[src/common/llc_cfg.svh]
/* cache geometry, field widths and bit positions inside the mixed tag/state SRAM word */
`ifndef LLC_CFG_SVH
`define LLC_CFG_SVH

`define LLC_WAYS                4
`define LLC_WAY_BITS            2
`define LLC_SET_BITS            6
`define LLC_SETS                64

// two banks per way, chosen by the top set bit
`define LLC_SRAMS_PER_WAY       2
`define LLC_SRAM_INDEX_BITS     1
`define LLC_SRAM_ADDR_WIDTH     5

`define LLC_TAG_BITS            16
`define LLC_OWNER_BITS          4
`define LLC_STATE_BITS          3
`define LLC_SHARERS_BITS        16

`define LLC_LINE_BITS           128
`define LLC_SRAMS_PER_LINE      2
`define LLC_LINE_SLICE_BITS     64

// mixed word layout
`define LLC_MIXED_BITS          28
`define LLC_MIXED_TAG_LO        0
`define LLC_MIXED_TAG_HI        15
`define LLC_MIXED_OWNER_LO      16
`define LLC_MIXED_OWNER_HI      19
`define LLC_MIXED_STATE_LO      20
`define LLC_MIXED_STATE_HI      22
`define LLC_MIXED_DIRTY_IDX     23
`define LLC_MIXED_HPROT_IDX     24
`define LLC_MIXED_PAD_LO        25

`endif

[src/common/llc_pkg.sv]
/* vector types of the cache fields and the line state encoding */
`default_nettype none

`include "llc_cfg.svh"

package llc_pkg;

    typedef logic [`LLC_SET_BITS-1:0]     llc_set_t;
    typedef logic [`LLC_WAY_BITS-1:0]     llc_way_t;
    typedef logic [`LLC_TAG_BITS-1:0]     llc_tag_t;

    // id of the owning L2
    typedef logic [`LLC_OWNER_BITS-1:0]   owner_t;

    // one bit per L2 holding a copy
    typedef logic [`LLC_SHARERS_BITS-1:0] sharers_t;

    typedef logic                         hprot_t;
    typedef logic [`LLC_LINE_BITS-1:0]    line_t;

    // a way with INVALID never hits
    typedef enum logic [`LLC_STATE_BITS-1:0] {
        INVALID   = 3'd0,
        VALID     = 3'd1,
        SHARED    = 3'd2,
        EXCLUSIVE = 3'd3,
        MODIFIED  = 3'd4
    } llc_state_t;

endpackage

`default_nettype wire

[src/source/llc_lookup.sv]
/* command decode, tag compare, hit/victim select and round-robin pointer update */
`timescale 1ns/1ns
`default_nettype none

`include "llc_cfg.svh"

module llc_lookup
    import llc_pkg::*;
(
    input  logic       clk,
    input  logic       rst,
    input  logic       lookup_req,
    input  logic       write_req,
    input  logic       flush_req,
    input  llc_set_t   req_set,
    input  llc_tag_t   req_tag,
    input  llc_way_t   req_way,
    input  llc_state_t req_state,
    input  logic       req_dirty,
    input  owner_t     req_owner,
    input  sharers_t   req_sharers,
    input  hprot_t     req_hprot,
    input  line_t      req_line,
    output logic       rsp_valid,
    output logic       rsp_hit,
    output llc_way_t   rsp_way,
    output llc_state_t rsp_state,
    output logic       rsp_dirty,
    output llc_tag_t   rsp_tag,
    output line_t      rsp_line,
    output logic       rd_en,
    output logic       wr_en,
    output logic [`LLC_WAYS-1:0] wr_rst_flush,
    output logic       wr_en_evict_way,
    output llc_set_t   set_in,
    output llc_way_t   way,
    output line_t      wr_data_line,
    output llc_tag_t   wr_data_tag,
    output sharers_t   wr_data_sharers,
    output owner_t     wr_data_owner,
    output hprot_t     wr_data_hprot,
    output logic       wr_data_dirty_bit,
    output llc_state_t wr_data_state,
    output llc_way_t   wr_data_evict_way,
    input  line_t      rd_data_line [`LLC_WAYS],
    input  llc_tag_t   rd_data_tag [`LLC_WAYS],
    input  sharers_t   rd_data_sharers [`LLC_WAYS],
    input  owner_t     rd_data_owner [`LLC_WAYS],
    input  hprot_t     rd_data_hprot [`LLC_WAYS],
    input  logic       rd_data_dirty_bit [`LLC_WAYS],
    input  llc_state_t rd_data_state [`LLC_WAYS],
    input  llc_way_t   rd_data_evict_way
);

    logic     lookup_q;
    llc_set_t set_q;
    llc_tag_t tag_q;
    logic     hit;
    llc_way_t hit_way;
    llc_way_t sel_way;

    always_ff @(posedge clk or negedge rst) begin
        if (!rst) begin
            lookup_q <= 1'b0;
        end else begin
            lookup_q <= lookup_req;
        end
    end

    always_ff @(posedge clk) begin
        if (lookup_req) begin
            set_q <= req_set;
            tag_q <= req_tag;
        end
    end

    // memory side: response cycle reuses the registered set for the pointer write
    assign rd_en        = lookup_req;
    assign wr_en        = write_req;
    assign wr_rst_flush = {`LLC_WAYS{flush_req}};
    assign way          = req_way;
    assign set_in       = lookup_q ? set_q : req_set;

    assign wr_data_tag       = req_tag;
    assign wr_data_owner     = req_owner;
    assign wr_data_hprot     = req_hprot;
    assign wr_data_line      = req_line;
    assign wr_data_state     = flush_req ? INVALID : req_state;
    assign wr_data_dirty_bit = req_dirty & ~flush_req;
    assign wr_data_sharers   = flush_req ? '0 : req_sharers;

    // scan down so the lowest matching way wins
    always_comb begin
        hit     = 1'b0;
        hit_way = '0;
        for (int i = `LLC_WAYS - 1; i >= 0; i--) begin
            if (rd_data_state[i] != INVALID && rd_data_tag[i] == tag_q) begin
                hit     = 1'b1;
                hit_way = llc_way_t'(i);
            end
        end
    end

    assign sel_way = hit ? hit_way : rd_data_evict_way;

    assign rsp_valid = lookup_q;
    assign rsp_hit   = lookup_q & hit;
    assign rsp_way   = sel_way;
    assign rsp_state = rd_data_state[sel_way];
    assign rsp_dirty = rd_data_dirty_bit[sel_way];
    assign rsp_tag   = rd_data_tag[sel_way];
    assign rsp_line  = rd_data_line[sel_way];

    // round-robin advance on a miss, wraps with the way width
    assign wr_en_evict_way   = lookup_q & ~hit;
    assign wr_data_evict_way = rd_data_evict_way + 1'b1;

endmodule

`default_nettype wire

[config.mk]
export PLATFORM = sky130hd
export DESIGN_NAME = llc_lookup
export DESIGN_NICKNAME = d
export VERILOG_FILES = /design/src/common/llc_pkg.sv /design/src/source/llc_lookup.sv
export VERILOG_INCLUDE_DIRS = /design/src /design/src/common
export SDC_FILE = /design/constraint.sdc
export NUM_CORES = 1
export LEC_CHECK = 0
export BUFFER_PORTS_ARGS = -buffer_cell sky130_fd_sc_hd__buf_2
export CORE_AREA = 2 2 468 470
export CTS_CLUSTER_SIZE = 28
export DETAILED_ROUTE_END_ITERATION = 10
export DIE_AREA = 0 0 470 472
export HOLD_SLACK_MARGIN = 0.02
export SLEW_MARGIN = 10
export SYNTH_ARGS = -nofsm -noshare
export SYNTH_HDL_FRONTEND = slang
export SYNTH_SLANG_ARGS = --single-unit
[constraint.sdc]
create_clock -name clk -period 3.6 [get_ports clk]
set_input_delay 0.72 -clock clk [delete_from_list [all_inputs] [get_ports clk]]
set_output_delay 0.72 -clock clk [all_outputs]
set_load 0.01 [all_outputs]
==> results <==
- The run finished, with violations left.
- The checks that failed: setup timing.
- In this run the count of I/O pins placed on the die edge is 1,198.
- By area, the combinational part of the netlist is dominated by multiplexers.
- The critical path ends at rsp_line[111].
- The number of antenna violations at the first check in global routing is 161.
- OpenSTA, run right after detailed placement, puts the worst setup slack at -0.694 ns.
- Relative to the synthesized area, the layout overhead comes to 142%.
- The first detailed-routing pass ran for 5 iterations.
- The register clock-pin slew on the reported worst setup and hold paths is approximately 0.07 ns.
- The max-capacitance violation count is 0.
- The longest clock path from root to sink contains 2 buffers.
- The finished cells cover roughly 19,000 sq um.
- Hold timing on the final database bottoms out at a slack of between 0.2 and 0.25 ns.
- The data arrival at the endpoint of the critical path is approximately 3.3 ns.
- In this run the worst path has a maximum fanout of 6.
- For this run, the total global-route usage over all layers was measured as between 10 and 15%.
- The starting density of the core is 3.68%.
- Setup violations remaining at the end of the flow were counted as between 100 and 150.
- The share of flip-flops with an asynchronous set or reset after synthesis is between 4 and 5%.
- The total die area is roughly 220,000 sq um.
- The final antenna-violating net count is 0.
- In this run the mean area of a mapped cell was between 9 and 10 sq um.
- The net count of the finished layout is about 2,600.
- The total overflow left after global routing is 0.
- Global routing consumed, on the met2 layer, 21.5% of the routing resources.
- Summing the areas of all and, or, nand and nor instances in the mapped netlist gives between 5 and 6% of the synthesized area.
- In the routed design, unresolved DRC markers number 0.
- The worst path uses 111% of the clock period.
- Entering global routing, the biggest net connects 34 pins.
- In this run the tightest slew margin relative to its limit is about half.
- Setup slack on the critical path of the routed design comes to -0.407 ns.
- CTS saw 23 sinks.
- After detailed placement, the total cell area comes to between 15,000 and 20,000 sq um.
- Counting every net in the synthesized netlist gives between 1,500 and 2,000.
- The post-route minimum period is ~4 ns.
- The final hold violation count was 0.
- The most frequent standard cell in the layout excluding fill and tap cells is buf_2.
- For the pin with the worst max-slew slack, the measured transition is 0.734 ns.
- In this run, CTS created clock tree buffers numbering 3.
- Routability-driven placement finished with a final weighted congestion of about 0.91.
- IR analysis of the VDD net gives a maximum drop of between 0.3 and 0.4 mV.
- The initial detailed-routing violation count is approximately 450.
- The total power per unit cell area is 173 nW/um^2.
- The global-route track usage on met1 is under 10%.
- The startpoint kind of the worst setup timing path is an input pin.
- The commonest register cell after synthesis is edfxtp_1.
- In this run the cell area of the synthesized design comes to about 8000 sq um.
- CTS placed an instance of clkbuf_16 at the clock tree root.
- The type of the worst setup path is in2out.
- The TritonCTS clock tree is yes.
- The layer carrying the most global-route usage is met2.
- The post-synthesis register bit count is 23.
- Measured along the y axis, the die boundary spans roughly 470 um.
- The unique cell type count in the Yosys netlist is 34.
- The number of port buffers is between 800 and 900.
- After floorplanning, the core was sized to cover roughly 220,000 sq um.
- Including well taps, the total number of placed cells is ~4,500.
- The met3 track demand over resource in global routing is between 5 and 6%.
- Measured along the x axis, the die boundary spans ~470 um.
- The achievable frequency is around 250 MHz.
- The leakage power is approximately 8.4 nW.
- The vias after detailed routing is approximately 11,000.
- The fraction of the mapped netlist area in adder cells is 0%.
- The launching element of the worst setup path is rd_data_tag[32].
- The count of flip-flops with a built-in enable after synthesis is 22.
- In the layout the commonest cells are 731 x buf_2, 331 x mux2i_1, 180 x buf_4.
- The depth of the CTS H-tree is 1.
- Leaving out filler cells and counting taps, the final layout contains 4,594.
- The synthesis warning total is 0.
- The number of global-route vias before repair came to roughly 11,000.
- Cells with a size suffix above 1 make up between 70% and 80% of the layout.
- The HPWL after detailed placement is 118,000 um.
- The post-synthesis xor/xnor area fraction is slightly above 7%.
- The proportion of synthesized area in mux cells is 56.6%.
- The hold-fix buffer count after cts is 0.
- Of the synthesized area, sequential elements account for approximately 8.6%.
- Summed over all layers, the routed wires come to between 100,000 and 150,000 um.
- The number of max-slew violations in the final report is 0.
- In this run the core area contains roughly 170 standard-cell rows.
- At the worst endpoint, the required time is 2.88 ns.
- The first global-routing pass estimated ~150,000 um of wire.
- STA classifies the critical path endpoint as an output port.
- Setup repair after global routing could not meet its margin everywhere.
- The path type of the worst min-delay path is in2async.
- Counting every instance in the synthesized netlist gives between 800 and 900.
- Cells fill under 10% of the core in the end.
- After detailed routing, the average wire length per cell comes to about 29 um.
- Dividing the detail-routed via count by the number of cells gives ~2.5.
- Summing the areas of all compound-gate instances in the mapped netlist gives less than 1% of the synthesized area.
## metal layers
layer  up-vias  part of all wire (%)
li1       4669                     -
met1      5076                    30
met2      1059                    52
met3       427                    13
met4        30                   5.4
met5         -                  0.16
## worst min-delay path by stage
| stage | from | endpoint | slack [ns] | cells past startpoint |
|---|---|---|---|---|
| floorplan | rst | rsp_valid$_DFF_PN0_ | 0.42 | 0 |
| global placement | rst | rsp_valid$_DFF_PN0_ | 0.50 | 1 |
| detailed placement | rst | rsp_valid$_DFF_PN0_ | 0.50 | 1 |
| CTS | rst | rsp_valid$_DFF_PN0_ | 0.21 | 1 |
| global route | rst | rsp_valid$_DFF_PN0_ | 0.21 | 1 |
| finish | rst | rsp_valid$_DFF_PN0_ | 0.21 | 1 |
## where the power goes
group / leakage, nW / switching [W] / internal [W]
Clock: 0.0374 / 0.000104 / 0.000151
Combinational: 8.12 / 0.00137 / 0.00136
Sequential: 0.227 / 0.0000321 / 0.000317
## per-stage QoR
| stage | setup TNS, ns | total power [W] |
|---|---|---|
| final | -37.20 | 0.00333 |
| after global routing | -53.48 | 0.00353 |
| after CTS | -38.82 | 0.00330 |
| after detailed placement | -59.05 | 0.00260 |
| after global placement | -59.49 | 0.00260 |
| after floorplan | 0 | 0.00125 |
## worst max-delay path, stage by stage
cell	delay (ns)
buf_4	0.15
xor2_4	0.19
nand4bb_1	0.17
or3_1	0.39
a211oi_2	0.24
a31oi_4	0.06
buf_12	0.17
buf_16	0.18
buf_16	0.19
buf_8	0.13
mux2i_2	0.22
buf_6	0.19
mux2i_1	0.08
buf_2	0.14
## area by class of cell
cell class | count | area [sq um]
antenna | 44 | 110
clock buffer | 3 | 75.1
inverter | 2 | 7.51
timing repair buffer | 1073 | 8060
multi-input combinational | 594 | 6730
fill | 25247 | 197000
clock inverter | 1 | 7.51
sequential | 23 | 686
tap | 2854 | 3570
## registers in the layout (all words and copies together) (netlist names)
name,cells
tag_q,16
set_q,6
rsp_valid,1
## synth_stat cells, types with 2 or more instances
master     number  area (sq um)
mux2i_1       444          4440
buf_4         169          1270
xnor2_1        50           438
buf_6          28           315
edfxtp_1       22           661
nor2b_1        21           131
buf_2          16          80.1
xor2_1         16           140
nand4_1        14          87.6
nor3_1          9          45.0
nand3_1         7          35.0
mux2_2          6          67.6
nand2_1         4          15.0
clkbuf_1        3          11.3
nor4_1          3          18.8
a311oi_1        2          17.5
nand4bb_1       2          22.5
nor2_1          2          7.51
nor4bb_1        2          20.0
## repair_timing
item	CTS	global route
cloned	24	6
pin swaps	13	2
gates resized for setup	324	117
setup endpoints to repair	149	149
buffers inserted	45	16
endpoints found under the hold margin	0	0
## cell families after synthesis
kind of cell	after synthesis
flops	23
mux	450
simple gates	73
buf+inv	218
xor+xnor	66
compound gates	5
Note: power is estimated with default switching activity, not from simulation.
